$ cat src/verilog/rv_defs.svh
`ifndef RV_DEFS_SVH
`define RV_DEFS_SVH

// first fetch address out of reset
`define RV_RESET_PC 32'h0000_0000

// a jump here ends the program
`define RV_HALT_PC 32'hffff_fffc

// store target of the LED word register
`define RV_LED_ADDR 32'h0000_4000

// first address past RAM
// loads at or above it read zero, stores there are dropped
`define RV_RAM_LIMIT 32'h0000_4000

// architectural integer registers
`define RV_NUM_REGS 32

`endif

$ cat src/verilog/rv_isa_pkg.sv
package rv_isa_pkg;

	// major opcodes of the supported RV32I subset
	typedef enum logic [6:0] {
		LUI    = 7'b0110111,
		AUIPC  = 7'b0010111,
		JAL    = 7'b1101111,
		JALR   = 7'b1100111,
		BRANCH = 7'b1100011,
		LOAD   = 7'b0000011,
		STORE  = 7'b0100011,
		OP_IMM = 7'b0010011,
		OP     = 7'b0110011
	} opcode_e;

	// ALU operation select
	typedef enum logic [2:0] {
		ADD_SUB = 3'b000,
		SLL     = 3'b001,
		SLT     = 3'b010,
		SLTU    = 3'b011,
		XOR     = 3'b100,
		SRL_SRA = 3'b101,
		OR      = 3'b110,
		AND     = 3'b111
	} funct3_e;

	// branch conditions share the funct3 field
	localparam funct3_e BEQ  = ADD_SUB;
	localparam funct3_e BNE  = SLL;
	localparam funct3_e BLT  = XOR;
	localparam funct3_e BGE  = SRL_SRA;
	localparam funct3_e BLTU = OR;
	localparam funct3_e BGEU = AND;

	typedef struct packed {
		opcode_e     opcode;
		funct3_e     funct3;
		// selects sub and sra
		logic        f7_alt;
		logic [4:0]  rd;
		logic [4:0]  rs1;
		logic [4:0]  rs2;
		logic [31:0] imm;
		logic        is_load;
		logic        is_store;
		logic        is_jump;
		logic        is_branch;
		logic        writes_rd;
		logic        uses_rs2;
	} decoded_inst_t;

endpackage

$ cat src/verilog/rv_bus_pkg.sv
package rv_bus_pkg;

	// one state per instruction phase, plus the stop state
	typedef enum logic [2:0] {
		S_IF   = 3'd0,
		S_ID   = 3'd1,
		S_EX   = 3'd2,
		S_MEM  = 3'd3,
		S_WB   = 3'd4,
		S_HALT = 3'd5
	} core_state_e;

	// Wishbone classic, master to slave
	typedef struct packed {
		logic        cyc;
		logic        stb;
		logic        we;
		logic [31:0] adr;
		logic [31:0] dat;
		logic [3:0]  sel;
	} wb_req_t;

	// slave to master
	typedef struct packed {
		logic        ack;
		logic [31:0] dat;
	} wb_rsp_t;

endpackage

$ cat src/verilog/inst_decode.sv
module inst_decode (
	input  logic [31:0]               inst,
	output rv_isa_pkg::decoded_inst_t dec
);
	import rv_isa_pkg::*;

	opcode_e     opcode;
	logic        fmt_i;
	logic        fmt_s;
	logic        fmt_b;
	logic        fmt_u;
	logic        fmt_j;
	logic        fmt_r;
	logic [31:0] imm;

	assign opcode = opcode_e'(inst[6:0]);

	// instruction format from the opcode
	assign fmt_i = (opcode == JALR) || (opcode == LOAD) || (opcode == OP_IMM);
	assign fmt_s = (opcode == STORE);
	assign fmt_b = (opcode == BRANCH);
	assign fmt_u = (opcode == LUI) || (opcode == AUIPC);
	assign fmt_j = (opcode == JAL);
	assign fmt_r = (opcode == OP);

	// sign-extended immediate per format
	always_comb
	begin
		if (fmt_i)
			imm = {{20{inst[31]}}, inst[31:20]};
		else if (fmt_s)
			imm = {{20{inst[31]}}, inst[31:25], inst[11:7]};
		else if (fmt_b)
			imm = {{19{inst[31]}}, inst[31], inst[7], inst[30:25], inst[11:8], 1'b0};
		else if (fmt_u)
			imm = {inst[31:12], 12'd0};
		else if (fmt_j)
			imm = {{11{inst[31]}}, inst[31], inst[19:12], inst[20], inst[30:21], 1'b0};
		else
			imm = 32'd0;
	end

	always_comb
	begin
		dec.opcode = opcode;
		dec.funct3 = funct3_e'(inst[14:12]);
		dec.rd = inst[11:7];
		dec.rs1 = inst[19:15];
		dec.rs2 = inst[24:20];
		dec.imm = imm;
		// bit 30 is an immediate bit for everything but OP and the I-type shifts
		dec.f7_alt = inst[30] && (fmt_r || ((opcode == OP_IMM) && (dec.funct3 == SRL_SRA)));
		dec.is_load = (opcode == LOAD);
		dec.is_store = fmt_s;
		dec.is_jump = fmt_j || (opcode == JALR);
		dec.is_branch = fmt_b;
		// unknown opcodes match no format and so write nothing
		dec.writes_rd = fmt_i || fmt_u || fmt_j || fmt_r;
		dec.uses_rs2 = fmt_r || fmt_s || fmt_b;
	end

endmodule

$ cat src/verilog/alu.sv
module alu (
	input  rv_isa_pkg::decoded_inst_t dec,
	input  logic [31:0]               rs1_val,
	input  logic [31:0]               rs2_val,
	output logic [31:0]               result,
	output logic                      taken
);
	import rv_isa_pkg::*;

	logic [31:0] op_b;
	logic [4:0]  shamt;
	logic [31:0] sra_res;
	logic        eq;
	logic        lt_s;
	logic        lt_u;
	logic        cond;

	// stores carry rs2 as data, not as an operand
	assign op_b = (dec.uses_rs2 && !dec.is_store) ? rs2_val : dec.imm;
	assign shamt = op_b[4:0];
	assign sra_res = $signed(rs1_val) >>> shamt;

	assign eq = (rs1_val == op_b);
	assign lt_s = ($signed(rs1_val) < $signed(op_b));
	assign lt_u = (rs1_val < op_b);

	always_comb
	begin
		if (dec.is_load || dec.is_store)
			result = rs1_val + dec.imm;
		else
		begin
			case (dec.funct3)
				ADD_SUB: result = dec.f7_alt ? (rs1_val - op_b) : (rs1_val + op_b);
				SLL:     result = rs1_val << shamt;
				SLT:     result = {31'd0, lt_s};
				SLTU:    result = {31'd0, lt_u};
				XOR:     result = rs1_val ^ op_b;
				SRL_SRA: result = dec.f7_alt ? sra_res : (rs1_val >> shamt);
				OR:      result = rs1_val | op_b;
				AND:     result = rs1_val & op_b;
				default: result = 32'd0;
			endcase
		end
	end

	// branch compare
	always_comb
	begin
		case (dec.funct3)
			BEQ:     cond = eq;
			BNE:     cond = !eq;
			BLT:     cond = lt_s;
			BGE:     cond = !lt_s;
			BLTU:    cond = lt_u;
			BGEU:    cond = !lt_u;
			default: cond = 1'b0;
		endcase
	end

	assign taken = dec.is_branch && cond;

endmodule

$ cat src/verilog/reg_file.sv
`include "rv_defs.svh"

module reg_file (
	input  logic        cpu_clk,
	input  logic        rst,
	input  logic [4:0]  rs1_addr,
	input  logic [4:0]  rs2_addr,
	output logic [31:0] rs1_val,
	output logic [31:0] rs2_val,
	input  logic        we,
	input  logic [4:0]  rd_addr,
	input  logic [31:0] rd_val
);

	// x0 has no storage
	logic [31:0] regs [1:`RV_NUM_REGS-1];

	assign rs1_val = (rs1_addr == 5'd0) ? 32'd0 : regs[rs1_addr];
	assign rs2_val = (rs2_addr == 5'd0) ? 32'd0 : regs[rs2_addr];

	always_ff @(posedge cpu_clk)
	begin
		if (rst)
		begin
			for (int i = 1; i < `RV_NUM_REGS; i++)
				regs[i] <= 32'd0;
		end
		else if (we && (rd_addr != 5'd0))
			regs[rd_addr] <= rd_val;
	end

endmodule

$ cat src/verilog/core_control.sv
`include "rv_defs.svh"

module core_control (
	input  logic                      cpu_clk,
	input  logic                      rst,
	output rv_bus_pkg::wb_req_t       wb_req,
	input  rv_bus_pkg::wb_rsp_t       wb_rsp,
	output logic [31:0]               inst,
	input  rv_isa_pkg::decoded_inst_t dec,
	input  logic [31:0]               rs1_val,
	input  logic [31:0]               rs2_val,
	output logic [31:0]               op_a,
	output logic [31:0]               op_b,
	input  logic [31:0]               alu_result,
	input  logic                      taken,
	output logic                      rf_we,
	output logic [4:0]                rf_rd,
	output logic [31:0]               rf_wdata,
	output logic [31:0]               led_word,
	output logic                      halted
);
	import rv_isa_pkg::*;
	import rv_bus_pkg::*;

	core_state_e state;
	logic [31:0] pc;
	logic [31:0] pc_plus4;
	logic [31:0] pc_next;
	logic [31:0] ex_result;
	logic        ex_taken;
	logic [31:0] load_data;
	logic        bus_done;
	logic        ram_access;

	// full-word request, held until ack
	function automatic wb_req_t bus_start(input logic [31:0] adr, input logic we,
		input logic [31:0] dat);
		wb_req_t r;
		r.cyc = 1'b1;
		r.stb = 1'b1;
		r.we = we;
		r.adr = adr;
		r.dat = dat;
		r.sel = 4'hf;
		return r;
	endfunction

	assign pc_plus4 = pc + 32'd4;
	assign bus_done = wb_req.cyc && wb_rsp.ack;

	// only RAM addresses go out on the bus
	assign ram_access = (dec.is_load || dec.is_store) && (alu_result < `RV_RAM_LIMIT);

	always_comb
	begin
		if (dec.opcode == JALR)
			pc_next = {ex_result[31:1], 1'b0};
		else if ((dec.opcode == JAL) || ex_taken)
			pc_next = pc + dec.imm;
		else
			pc_next = pc_plus4;
	end

	// write-back source
	always_comb
	begin
		if (dec.opcode == LUI)
			rf_wdata = dec.imm;
		else if (dec.opcode == AUIPC)
			rf_wdata = pc + dec.imm;
		else if (dec.is_jump)
			rf_wdata = pc_plus4;
		else if (dec.is_load)
			rf_wdata = load_data;
		else
			rf_wdata = ex_result;
	end

	assign rf_we = (state == S_WB) && dec.writes_rd;
	assign rf_rd = dec.rd;
	assign halted = (state == S_HALT);

	always_ff @(posedge cpu_clk)
	begin
		if (rst)
		begin
			state <= S_IF;
			pc <= `RV_RESET_PC;
			wb_req <= '0;
			led_word <= 32'd0;
		end
		else
		begin
			case (state)
				S_IF:
				begin
					if (bus_done)
					begin
						wb_req <= '0;
						state <= S_ID;
					end
					// first fetch after reset
					else if (!wb_req.cyc)
						wb_req <= bus_start(pc, 1'b0, 32'd0);
				end
				S_ID:
					state <= S_EX;
				S_EX:
				begin
					if (ram_access)
						wb_req <= bus_start(alu_result, dec.is_store, op_b);
					state <= S_MEM;
				end
				S_MEM:
				begin
					if (wb_req.cyc)
					begin
						if (wb_rsp.ack)
						begin
							wb_req <= '0;
							state <= S_WB;
						end
					end
					else
					begin
						if (dec.is_store && (ex_result == `RV_LED_ADDR))
							led_word <= op_b;
						state <= S_WB;
					end
				end
				S_WB:
				begin
					pc <= pc_next;
					if (pc_next == `RV_HALT_PC)
						state <= S_HALT;
					else
					begin
						// fetch overlaps the state change
						wb_req <= bus_start(pc_next, 1'b0, 32'd0);
						state <= S_IF;
					end
				end
				S_HALT:
					state <= S_HALT;
				default:
					state <= S_IF;
			endcase
		end
	end

	// stage registers
	always_ff @(posedge cpu_clk)
	begin
		if ((state == S_IF) && bus_done)
			inst <= wb_rsp.dat;
		if (state == S_ID)
		begin
			op_a <= rs1_val;
			op_b <= rs2_val;
		end
		if (state == S_EX)
		begin
			ex_result <= alu_result;
			ex_taken <= taken;
		end
		// loads outside RAM read zero
		if (state == S_MEM)
			load_data <= wb_req.cyc ? wb_rsp.dat : 32'd0;
	end

endmodule

$ cat src/verilog/rv_core_top.sv
module rv_core_top (
	input  logic                cpu_clk,
	input  logic                rst,
	output rv_bus_pkg::wb_req_t wb_req,
	input  rv_bus_pkg::wb_rsp_t wb_rsp,
	output logic [31:0]         led_word,
	output logic                halted
);
	import rv_isa_pkg::*;

	decoded_inst_t dec;
	logic [31:0]   inst;
	logic [31:0]   rs1_val;
	logic [31:0]   rs2_val;
	logic [31:0]   op_a;
	logic [31:0]   op_b;
	logic [31:0]   alu_result;
	logic          taken;
	logic          rf_we;
	logic [4:0]    rf_rd;
	logic [31:0]   rf_wdata;

	core_control u_core_control (
		.cpu_clk    (cpu_clk),
		.rst        (rst),
		.wb_req     (wb_req),
		.wb_rsp     (wb_rsp),
		.inst       (inst),
		.dec        (dec),
		.rs1_val    (rs1_val),
		.rs2_val    (rs2_val),
		.op_a       (op_a),
		.op_b       (op_b),
		.alu_result (alu_result),
		.taken      (taken),
		.rf_we      (rf_we),
		.rf_rd      (rf_rd),
		.rf_wdata   (rf_wdata),
		.led_word   (led_word),
		.halted     (halted)
	);

	inst_decode u_inst_decode (
		.inst (inst),
		.dec  (dec)
	);

	// operands come from the registers latched in ID
	alu u_alu (
		.dec     (dec),
		.rs1_val (op_a),
		.rs2_val (op_b),
		.result  (alu_result),
		.taken   (taken)
	);

	reg_file u_reg_file (
		.cpu_clk  (cpu_clk),
		.rst      (rst),
		.rs1_addr (dec.rs1),
		.rs2_addr (dec.rs2),
		.rs1_val  (rs1_val),
		.rs2_val  (rs2_val),
		.we       (rf_we),
		.rd_addr  (rf_rd),
		.rd_val   (rf_wdata)
	);

endmodule

$ cat config.mk
export PLATFORM = sky130hd
export DESIGN_NAME = rv_core_top
export DESIGN_NICKNAME = d
export VERILOG_FILES = /design/src/verilog/rv_isa_pkg.sv /design/src/verilog/rv_bus_pkg.sv /design/src/verilog/inst_decode.sv /design/src/verilog/alu.sv /design/src/verilog/reg_file.sv /design/src/verilog/core_control.sv /design/src/verilog/rv_core_top.sv
export VERILOG_INCLUDE_DIRS = /design/src /design/src/verilog
export SDC_FILE = /design/constraint.sdc
export NUM_CORES = 2
export LEC_CHECK = 0
export BUFFER_PORTS_ARGS = -buffer_cell sky130_fd_sc_hd__buf_2
export CAP_MARGIN = 20
export CORE_MARGIN = 2
export CORE_UTILIZATION = 35
export DETAILED_ROUTE_END_ITERATION = 6
export SKIP_LAST_GASP = 1
export SYNTH_ARGS = -nofsm -noshare
export SYNTH_HDL_FRONTEND = slang
export SYNTH_SLANG_ARGS = --single-unit
$ cat constraint.sdc
create_clock -name cpu_clk -period 15.8 [get_ports cpu_clk]
set_clock_uncertainty 0.05 [all_clocks]
set_input_delay 0 -clock cpu_clk [delete_from_list [all_inputs] [get_ports cpu_clk]]
set_output_delay 0 -clock cpu_clk [all_outputs]
set_load 0.02 [all_outputs]
## Word level (Yosys, flattened, before mapping)

Memories as Yosys holds them, arrays and structs flattened. A register that Yosys moved wholly into a read port is not among the register bits.
Cells that the tools add are included.

- Add/sub/neg operators: 5
- Shifts and indexed selects: 3
- Mux-type cells: 37
- Multiply operators: 0
- Bitwise logic cells: 4
- Reduce and logical (&&, ||, !) cells: 37
- Equal/unequal tests: 31
- Magnitude comparators: 3
- Divide/modulo/power cells: 0

Operator list:

| cell | count |
|---|---|
| $mux W32 | 16 |
| $mux W71 | 5 |
| $pmux W71 S4 | 1 |
| $pmux W32 S8 | 1 |
| $add A32 B32 Y32 | 3 |
| $mux W70 | 1 |
| $lt A32 B32 Y1 | 2 |
| $add A32 B3 Y32 const B | 1 |
| $and A32 B32 Y32 | 1 |
| $eq A32 B15 Y1 const B | 1 |
| $eq A32 B32 Y1 | 1 |
| $eq A32 B32 Y1 const B | 1 |
| $lt A32 B15 Y1 const B | 1 |
| $or A32 B32 Y32 | 1 |
| $reduce_or A32 Y1 | 1 |
| $shl A32 B5 Y32 | 1 |
| $shr A32 B5 Y32 | 1 |
| $sshr A32 B5 Y32 | 1 |
| $sub A32 B32 Y32 | 1 |
| $xor A32 B32 Y32 | 1 |
| $eq A7 B6 Y1 const B | 3 |
| $eq A7 B7 Y1 const B | 3 |
| $eq A3 B3 Y1 const B | 6 |
| $pmux W3 S6 | 1 |
| 22 further kinds | 65 |

- Latch bits: 0
- Register bits: 235
- Memories: 1
- Memory bits (writable): 992
- Output and inout bits: 104
- Input port bits: 35
- Bits in read-only memories: 0

Memory list:

| name | depth | width | rd ports | clocked after Yosys merged registers in | wr ports | RTL line | RTL |
|---|---|---|---|---|---|---|---|
| u_reg_file.regs | 31 | 32 | 2 | 2 | 31 | reg_file.sv:16 | `` logic [31:0] regs [1:`RV_NUM_REGS-1]; `` |

## Longest topological paths before layout

- Depth after elaboration: 15
- Mapped depth: 31
- Depth with buffers taken out: 24

## By module

From an unflattened synthesis, not the netlist that was laid out.

- Cells, all modules: 6976
- Area, all modules: 81647.1 um2

By module, submodules not included:

| module | area an instance (um2) | instances | cells an instance |
|---|---|---|---|
| reg_file | 54225.8 | 1 | 3500 |
| core_control | 15513.6 | 1 | 1596 |
| alu | 11095.6 | 1 | 1763 |
| inst_decode | 812.0 | 1 | 117 |

## Worst setup path before layout

Ideal clock, no wire load.

- Path type: register to register
- Start point: register u_core_control.inst[2]
- End point: register u_core_control.wb_req[26] (netlist name)
- Required time: 15.632 ns
- Setup slack: 9.727 ns
- Arrival time: 5.904 ns
- Period minus slack after synthesis: 6.073 ns
- Buffers on the path: 7
- Cell stages (with the launch flop): 29
- Path through: edfxtp_1 -> nand4bb_1 -> buf_2 -> buf_2 -> nor3_1 -> clkbuf_1 -> buf_1 -> nand2_1 -> nand2_1 -> nand2_1 -> o21ai_0 -> ha_1 -> clkbuf_1 -> a21o_1 -> a31oi_1 -> o221ai_1 -> a211o_1 -> a31oi_2 -> o2bb2ai_1 -> o21ai_1 -> and4_1 -> nor3_1 -> nand4b_1 -> nor4_4 -> o22a_1 -> buf_6 -> nor2_8 -> buf_2 -> a41o_1

- Word-level cells in the longest chain between the ends: 15
- Elaborated cells between the ends (all ways): 51
- Those cells by class: add/sub: 4; order compare: 3; eq/ne: 12; shift: 3; mux: 12; bitwise: 3; reduce/logical: 14

Ends and longest elaborated chain:

| item | RTL line | RTL |
|---|---|---|
| start: declaration | core_control.sv:8 | `output logic [31:0] inst,` |
| start signal: assignment | core_control.sv:155 | `inst <= wb_rsp.dat;` |
| $eq A7 B7 Y1, or another cell as far along | inst_decode.sv:23, core_control.sv:58 |  |
| $mux W32 / $logic_or A1 B1 Y1 (equally long branches) | inst_decode.sv:37, inst_decode.sv:22 |  |
| $mux W32 | inst_decode.sv:35 | `else if (fmt_u)` |
| $mux W32 | inst_decode.sv:33 | `else if (fmt_b)` |
| $mux W32 | inst_decode.sv:31 | `else if (fmt_s)` |
| $mux W32 | inst_decode.sv:29 | `if (fmt_i)` |
| $mux W32 | alu.sv:19 | `assign op_b = (dec.uses_rs2 && !dec.is_store) ? rs2_val : dec.imm;` |
| $add A32 B32 Y32, or another cell as far along | alu.sv:34 | `ADD_SUB: result = dec.f7_alt ? (rs1_val - op_b) : (rs1_val + op_b);` |
| $mux W32, on equally long branches | alu.sv:34, alu.sv:39 |  |
| $pmux W32 S8 | alu.sv:33 | `case (dec.funct3)` |
| $mux W32 | alu.sv:29 | `if (dec.is_load \|\| dec.is_store)` |
| $lt A32 B15 Y1 (no line) | - |  |
| $logic_and A1 B1 Y1 | core_control.sv:52 | `` assign ram_access = (dec.is_load \|\| dec.is_store) && (alu_result < `RV_RAM_LIMIT); `` |
| $ne A2 B1 Y1 (no line) | - |  |
| $reduce_and A6 Y1 (no line) * | - |  |

Every way passes the cells marked *; elsewhere a longest branch is shown, timed or not.
A chain may end at the register's enable or synchronous reset.

## Worst setup path in the final report

- Start point: register u_core_control.inst[3]
- End point: register u_core_control.wb_req[30] (netlist name)

- Word-level cells in the longest chain between the ends: 15
- Elaborated cells between the ends (all ways): 51
- Those cells by class: add/sub: 4; order compare: 3; eq/ne: 12; shift: 3; mux: 12; bitwise: 3; reduce/logical: 14

Ends and longest elaborated chain:

| item | RTL line | RTL |
|---|---|---|
| $eq A7 B7 Y1, or another cell as far along | inst_decode.sv:23 | `assign fmt_j = (opcode == JAL);` |
| $mux W32 / $logic_or A1 B1 Y1 (equally long branches) | inst_decode.sv:37, inst_decode.sv:22 |  |
| $mux W32 | inst_decode.sv:35 |  |
| $mux W32 | inst_decode.sv:33 |  |
| $mux W32 | inst_decode.sv:31 |  |
| $mux W32 | inst_decode.sv:29 |  |
| $mux W32 | alu.sv:19 |  |
| $add A32 B32 Y32, or another cell as far along | alu.sv:34 |  |
| $mux W32, on equally long branches | alu.sv:34, alu.sv:39 |  |
| $pmux W32 S8 | alu.sv:33 |  |
| $mux W32 * | alu.sv:29 |  |
| net alu_result[24] | rv_core_top.sv:17 | `logic [31:0] alu_result;` |
| $lt A32 B15 Y1 (no line) * | - |  |
| $logic_and A1 B1 Y1 * | core_control.sv:52 |  |
| $ne A2 B1 Y1 (no line) * | - |  |
| $reduce_and A6 Y1 (no line) * | - |  |

The timed path passes the listed nets; every way through them passes the cells marked *.

==> flow_results.xml <==
<?xml version="1.0" encoding="UTF-8"?>
<metrics>
  <group name="timing">
    <metric name="max_slew.worst_pin.slew" unit="ps">1363</metric>
    <metric name="worst_slew_margin_rel" unit="">0.09146</metric>
    <metric name="fin_hold_ws" unit="ps">22.86</metric>
    <metric name="fin_tns_setup" unit="ps">0</metric>
    <metric name="period_needed" unit="ps">8532</metric>
    <metric name="final_max_slew_viol_count" unit="">0</metric>
    <metric name="timing.final.ws_setup" unit="ps">7268</metric>
    <metric name="finalSetupViolations" unit="">0</metric>
    <metric name="max_freq" unit="MHz">117.2</metric>
    <metric name="final-hold-violation-count" unit="">0</metric>
    <metric name="layout_worst_path_cycle_share" unit="">0.5400</metric>
    <metric name="rsz_0062_raised_after_global_routing" unit="">no</metric>
  </group>
  <group name="finish">
    <metric name="post-route-util" unit="">0.3964</metric>
    <metric name="final_net_count" unit="">6923</metric>
    <metric name="fraction_of_final_layout_cells_sized_beyond_drive_strength_1" unit="">0.2081</metric>
    <metric name="area_growth_syn_to_layout" unit="%">12.46</metric>
    <metric name="fillerInstances" unit="">21190</metric>
  </group>
  <group name="global_routing">
    <metric name="overflow" unit="">0</metric>
    <metric name="use_met1" unit="">0.3620</metric>
    <metric name="top_usage_layer" unit="">met2</metric>
    <metric name="antenna_found_initial" unit="">15</metric>
    <metric name="grtUsageMet2" unit="">0.4493</metric>
    <metric name="wire_length_of_the_first_global_routing_pass" unit="um">468100</metric>
    <metric name="groute.layer.met3.usage" unit="">0.06851</metric>
    <metric name="grt_pass1_vias" unit="">60330</metric>
    <metric name="track_usage" unit="">0.2868</metric>
    <metric name="largest_net_degree_at_the_start_of_global_routing" unit="">123</metric>
  </group>
  <group name="placement">
    <metric name="placement.io_buffers" unit="">138</metric>
    <metric name="place_congestion" unit="">1.017</metric>
    <metric name="place_hpwl" unit="um">228600</metric>
    <metric name="pre_cts_ws" unit="ps">7280</metric>
  </group>
  <group name="worst_setup_path">
    <metric name="critical_path.slowest_cell" unit="">sky130_fd_sc_hd__nor2_8</metric>
    <metric name="sequence_of_cells_on_the_critical_path" unit="">and4b_1 -&gt; and3b_2 -&gt; buf_4 -&gt; a31oi_1 -&gt; o21ai_0 -&gt; nor2_1 -&gt; nor2_1 -&gt; inv_1 -&gt; ha_1 -&gt; inv_1 -&gt; nand4_1 -&gt; o21bai_1 -&gt; nand2_1 -&gt; a21oi_1 -&gt; nor3_1 -&gt; xor2_1 -&gt; a311oi_1 -&gt; nor4_1 -&gt; nand4_1 -&gt; o22a_2 -&gt; nor2_8 -&gt; a41o_1</metric>
    <metric name="worstReg2RegEnd" unit="">u_core_control.wb_req[30]$_SDFFE_PP0P_</metric>
    <metric name="timing.critical_path.slowest_cell_delay" unit="ps">920</metric>
    <metric name="setup_crit_start_kind" unit="">flip-flop</metric>
    <metric name="setup.worst_path.class" unit="">reg -&gt; reg</metric>
    <metric name="register_to_register_path_depth" unit="">22</metric>
    <metric name="reg2reg_from" unit="">u_core_control.inst[3]$_DFFE_PP_</metric>
    <metric name="crit_start" unit="">u_core_control.inst[3]$_DFFE_PP_</metric>
    <metric name="critical_path.n_buffers_inverters" unit="">3</metric>
    <metric name="r2r_setup_slack" unit="ps">7270</metric>
    <metric name="worst_path_dominant_cell_family" unit="">simple AND/OR/NAND/NOR gates</metric>
    <metric name="cp_max_fo" unit="">64</metric>
    <metric name="cp-end-kind" unit="">flip-flop</metric>
    <metric name="worst_ep_arrival_time" unit="ps">9250</metric>
    <metric name="critical_path_required" unit="ps">16510</metric>
  </group>
  <group name="synthesis">
    <metric name="mappedNetlistArea" unit="sq um">79280</metric>
    <metric name="yosys_warnings" unit="">0</metric>
    <metric name="count_of_state_elements_after_synthesis" unit="">1319</metric>
    <metric name="syn-instance-count" unit="">6738</metric>
    <metric name="register_area_share_after_synthesis" unit="">0.4827</metric>
    <metric name="synthArstFlopShare" unit="">0</metric>
    <metric name="synth-edff-count" unit="">1185</metric>
    <metric name="dominantRegCellSynth" unit="">sky130_fd_sc_hd__edfxtp_1</metric>
    <metric name="netlist-cell-type-count" unit="">112</metric>
    <metric name="synthesis.area_per_instance" unit="sq um">11.77</metric>
  </group>
  <group name="hold_path">
    <metric name="hold_start" unit="">wb_rsp[11]</metric>
    <metric name="holdCritPathClass" unit="">in -&gt; reg</metric>
    <metric name="timing.hold.worst_path_depth" unit="">3</metric>
    <metric name="timing.hold.worst_endpoint" unit="">u_core_control.load_data[11]$_SDFFCE_PN0N_</metric>
  </group>
  <group name="route">
    <metric name="drt_first_iter_violations" unit="">9100</metric>
    <metric name="drt.antenna.violating_nets" unit="">0</metric>
    <metric name="drt-pass1-iter-count" unit="">7</metric>
    <metric name="detail_route.vias_per_cell" unit="">6.349</metric>
    <metric name="drc" unit="">0</metric>
    <metric name="detailroute.via_count" unit="">62480</metric>
    <metric name="wl_per_cell" unit="um">34.37</metric>
    <metric name="total_length_of_routed_wires" unit="um">338300</metric>
  </group>
  <group name="floorplanning">
    <metric name="ios" unit="">139</metric>
    <metric name="die-area" unit="sq um">230300</metric>
    <metric name="floorplan.initialDensity" unit="">0.3525</metric>
    <metric name="fp.dieH" unit="um">479.9</metric>
    <metric name="floorplan.die.width" unit="um">479.9</metric>
    <metric name="fp-row-count" unit="">174</metric>
    <metric name="floorplan.core_area" unit="sq um">224900</metric>
  </group>
  <group name="clock_tree">
    <metric name="htree_levels" unit="">4</metric>
    <metric name="cts_tree" unit="">done</metric>
    <metric name="cts_inserted_buffers" unit="">145</metric>
    <metric name="clock_tree.buffer_depth" unit="">3</metric>
    <metric name="cts.repair_timing.setup_buffer_count" unit="">0</metric>
    <metric name="clkSinkCount" unit="">1319</metric>
    <metric name="cts.root.buffer_cell" unit="">sky130_fd_sc_hd__clkbuf_16</metric>
    <metric name="clock_pin_slew_on_the_worst_setup_and_hold_paths" unit="ps">60</metric>
    <metric name="worst_skew_pair.late_latency" unit="ps">850</metric>
  </group>
  <group name="power_and_ir_drop">
    <metric name="power_report.internal_total" unit="mW">6.515</metric>
    <metric name="power_per_cell_area" unit="nW/um^2">106.6</metric>
    <metric name="power.switching_fraction" unit="">0.3142</metric>
    <metric name="max-vdd-ir-drop" unit="uV">85.35</metric>
    <metric name="p_total" unit="mW">9.500</metric>
    <metric name="seqPwrFrac" unit="">0.437</metric>
    <metric name="clkPwrFrac" unit="">0.354</metric>
    <metric name="p_leak" unit="nW">33.21</metric>
    <metric name="net-switching-power" unit="mW">2.985</metric>
    <metric name="pwr-share-comb" unit="">0.209</metric>
  </group>
  <group name="run">
    <metric name="maxCapViolCount" unit="">0</metric>
  </group>
  <group name="status">
    <metric name="status" unit="">finished, final reports clean</metric>
  </group>
</metrics>
## Yosys cell counts (14+ instances only)
cell / n / share of area
sky130_fd_sc_hd__and2_1: 53 / 0.0042
sky130_fd_sc_hd__nand4_1: 48 / 0.0038
sky130_fd_sc_hd__nor4_1: 36 / 0.0028
sky130_fd_sc_hd__nand2b_1: 24 / 0.0019
sky130_fd_sc_hd__o211a_1: 35 / 0.0044
sky130_fd_sc_hd__nor2_1: 1377 / 0.065
sky130_fd_sc_hd__a21oi_1: 321 / 0.020
sky130_fd_sc_hd__o22ai_1: 21 / 0.0017
sky130_fd_sc_hd__a41o_1: 32 / 0.0040
sky130_fd_sc_hd__o211ai_1: 30 / 0.0028
sky130_fd_sc_hd__a31oi_1: 49 / 0.0039
sky130_fd_sc_hd__ha_1: 155 / 0.024
sky130_fd_sc_hd__a22oi_1: 37 / 0.0035
sky130_fd_sc_hd__a32oi_1: 16 / 0.0018
sky130_fd_sc_hd__a211oi_1: 54 / 0.0051
sky130_fd_sc_hd__a211oi_2: 29 / 0.0046
sky130_fd_sc_hd__o221ai_1: 18 / 0.0020
sky130_fd_sc_hd__buf_2: 36 / 0.0023
sky130_fd_sc_hd__or3_1: 21 / 0.0017
sky130_fd_sc_hd__o21ai_0: 213 / 0.013
sky130_fd_sc_hd__nand3_1: 96 / 0.0061
sky130_fd_sc_hd__xnor2_1: 68 / 0.0075
sky130_fd_sc_hd__o21a_1: 32 / 0.0030
sky130_fd_sc_hd__and3_1: 34 / 0.0027
sky130_fd_sc_hd__mux2_2: 14 / 0.0020
sky130_fd_sc_hd__nor3_1: 70 / 0.0044
sky130_fd_sc_hd__xor2_1: 40 / 0.0044
sky130_fd_sc_hd__o31ai_1: 15 / 0.0014
sky130_fd_sc_hd__clkbuf_1: 470 / 0.022
sky130_fd_sc_hd__mux2i_1: 243 / 0.031
sky130_fd_sc_hd__a21o_1: 37 / 0.0035
sky130_fd_sc_hd__inv_1: 175 / 0.0083
sky130_fd_sc_hd__dfxtp_1: 134 / 0.034
sky130_fd_sc_hd__nand2_1: 424 / 0.020
sky130_fd_sc_hd__buf_1: 94 / 0.0045
sky130_fd_sc_hd__nor2b_1: 15 / 0.0012
sky130_fd_sc_hd__o21bai_1: 19 / 0.0018
sky130_fd_sc_hd__a221oi_1: 26 / 0.0029
sky130_fd_sc_hd__mux4_2: 643 / 0.18
sky130_fd_sc_hd__edfxtp_1: 1185 / 0.45
## per-layer routing
metal / vias to the layer above / routed length (um)
li1: 25530 / -
met1: 31860 / 124100
met2: 4134 / 155000
met3: 938 / 35730
met4: 10 / 23380
met5: - / 67
## area by class of cell
type                            instances  area [sq um]  share of cell area
Clock inverter                         66         624.3            0.007003
Antenna cell                            5         12.51           0.0001403
Multi-Input combinational cell       4653         38640              0.4334
Sequential cell                      1319         38270              0.4292
Clock buffer                          194          3946             0.04426
Inverter                              181         685.7            0.007691
Tap cell                             2992          3744             0.04199
Timing Repair Buffer                  431          3233             0.03627
## flip-flops by register name (all words and copies together) (netlist names)
signal / count
u_core_control.ex_taken: 1
u_core_control.wb_req: 67
u_reg_file.regs: 1024
u_core_control.load_data: 32
u_core_control.ex_result: 32
u_core_control.inst: 32
u_core_control.op_b: 32
u_core_control.led_word: 32
u_core_control.state: 3
u_core_control.pc: 32
u_core_control.op_a: 32
## power groups by stage
stage | logic [mW] | clock network, mW | registers [mW]
2_1_floorplan | 1.19 | 0 | 4.15
3_3_place_gp | 1.91 | 0 | 4.21
5_1_grt | 2.06 | 3.51 | 4.16
3_5_place_dp | 1.91 | 0 | 4.22
4_1_cts | 1.93 | 3.39 | 4.15
6_report | 1.98 | 3.36 | 4.15
## how the worst max path moves through the flow
stage	to	slack, ps	cells past startpoint
3_3_place_gp	u_core_control.wb_req[53]$_SDFFE_PP0P_	7280	23
5_1_grt	u_core_control.wb_req[53]$_SDFFE_PP0P_	6740	23
6_report	u_core_control.wb_req[30]$_SDFFE_PP0P_	7270	22
4_1_cts	u_core_control.wb_req[30]$_SDFFE_PP0P_	7300	23
3_5_place_dp	u_core_control.wb_req[53]$_SDFFE_PP0P_	7280	23
2_1_floorplan	u_core_control.wb_req[26]$_SDFFE_PP0P_	9730	28
## cell usage in the layout, fill, tap and decap left out, types with 61 or more instances in the layout
cell and n:
sky130_fd_sc_hd__dlygate4sd3_1 66, sky130_fd_sc_hd__xnor2_1 68, sky130_fd_sc_hd__clkbuf_16 148, sky130_fd_sc_hd__o21ai_0 213
sky130_fd_sc_hd__nand3_1 96, sky130_fd_sc_hd__nand2_2 61, sky130_fd_sc_hd__nor3_1 65, sky130_fd_sc_hd__edfxtp_1 1185
sky130_fd_sc_hd__a21oi_1 305, sky130_fd_sc_hd__mux2i_1 243, sky130_fd_sc_hd__ha_1 155, sky130_fd_sc_hd__nor2_1 1371
sky130_fd_sc_hd__inv_1 174, sky130_fd_sc_hd__mux4_2 643, sky130_fd_sc_hd__nand2_1 362, sky130_fd_sc_hd__buf_2 137
sky130_fd_sc_hd__buf_4 214, sky130_fd_sc_hd__dfxtp_1 134
## through the flow
| step | cells | area [sq um] |
|---|---|---|
| CTS | 9829 | 89020 |
| global route | 9836 | 89140 |
| floorplan | 6769 | 79390 |
| global placement | 9503 | 83790 |
| finish | 9841 | 89150 |
| detailed placement | 9503 | 83790 |
## worst register-to-register path, cell delays in order (launching register included)
cell and delay [ps]:
sky130_fd_sc_hd__edfxtp_1 620, sky130_fd_sc_hd__and4b_1 460, sky130_fd_sc_hd__and3b_2 210, sky130_fd_sc_hd__buf_4 540, sky130_fd_sc_hd__a31oi_1 370, sky130_fd_sc_hd__o21ai_0 790, sky130_fd_sc_hd__nor2_1 330, sky130_fd_sc_hd__nor2_1 240
sky130_fd_sc_hd__inv_1 90, sky130_fd_sc_hd__ha_1 440, sky130_fd_sc_hd__inv_1 160, sky130_fd_sc_hd__nand4_1 220, sky130_fd_sc_hd__o21bai_1 300, sky130_fd_sc_hd__nand2_1 160, sky130_fd_sc_hd__a21oi_1 90, sky130_fd_sc_hd__nor3_1 340
sky130_fd_sc_hd__xor2_1 380, sky130_fd_sc_hd__a311oi_1 280, sky130_fd_sc_hd__nor4_1 350, sky130_fd_sc_hd__nand4_1 280, sky130_fd_sc_hd__o22a_2 560, sky130_fd_sc_hd__nor2_8 920, sky130_fd_sc_hd__a41o_1 320
## kinds of logic after synthesis
family | after synthesis | synth area share
buf+inv | 797 | 0.03928
mux | 903 | 0.2162
fa+ha+maj | 157 | 0.02497
xor+xnor | 108 | 0.01193
simple gates | 2290 | 0.1237
other cells | 1 | 0.00004730
compound gates | 1163 | 0.1012
flops | 1319 | 0.4827
## timing repair
action                                 CTS  global route
setup endpoints to repair                0             0
hold buffers                            66             0
gates resized for setup                  0             0
endpoints found under the hold margin  110             0
Note: power is estimated with default switching activity, not from simulation.
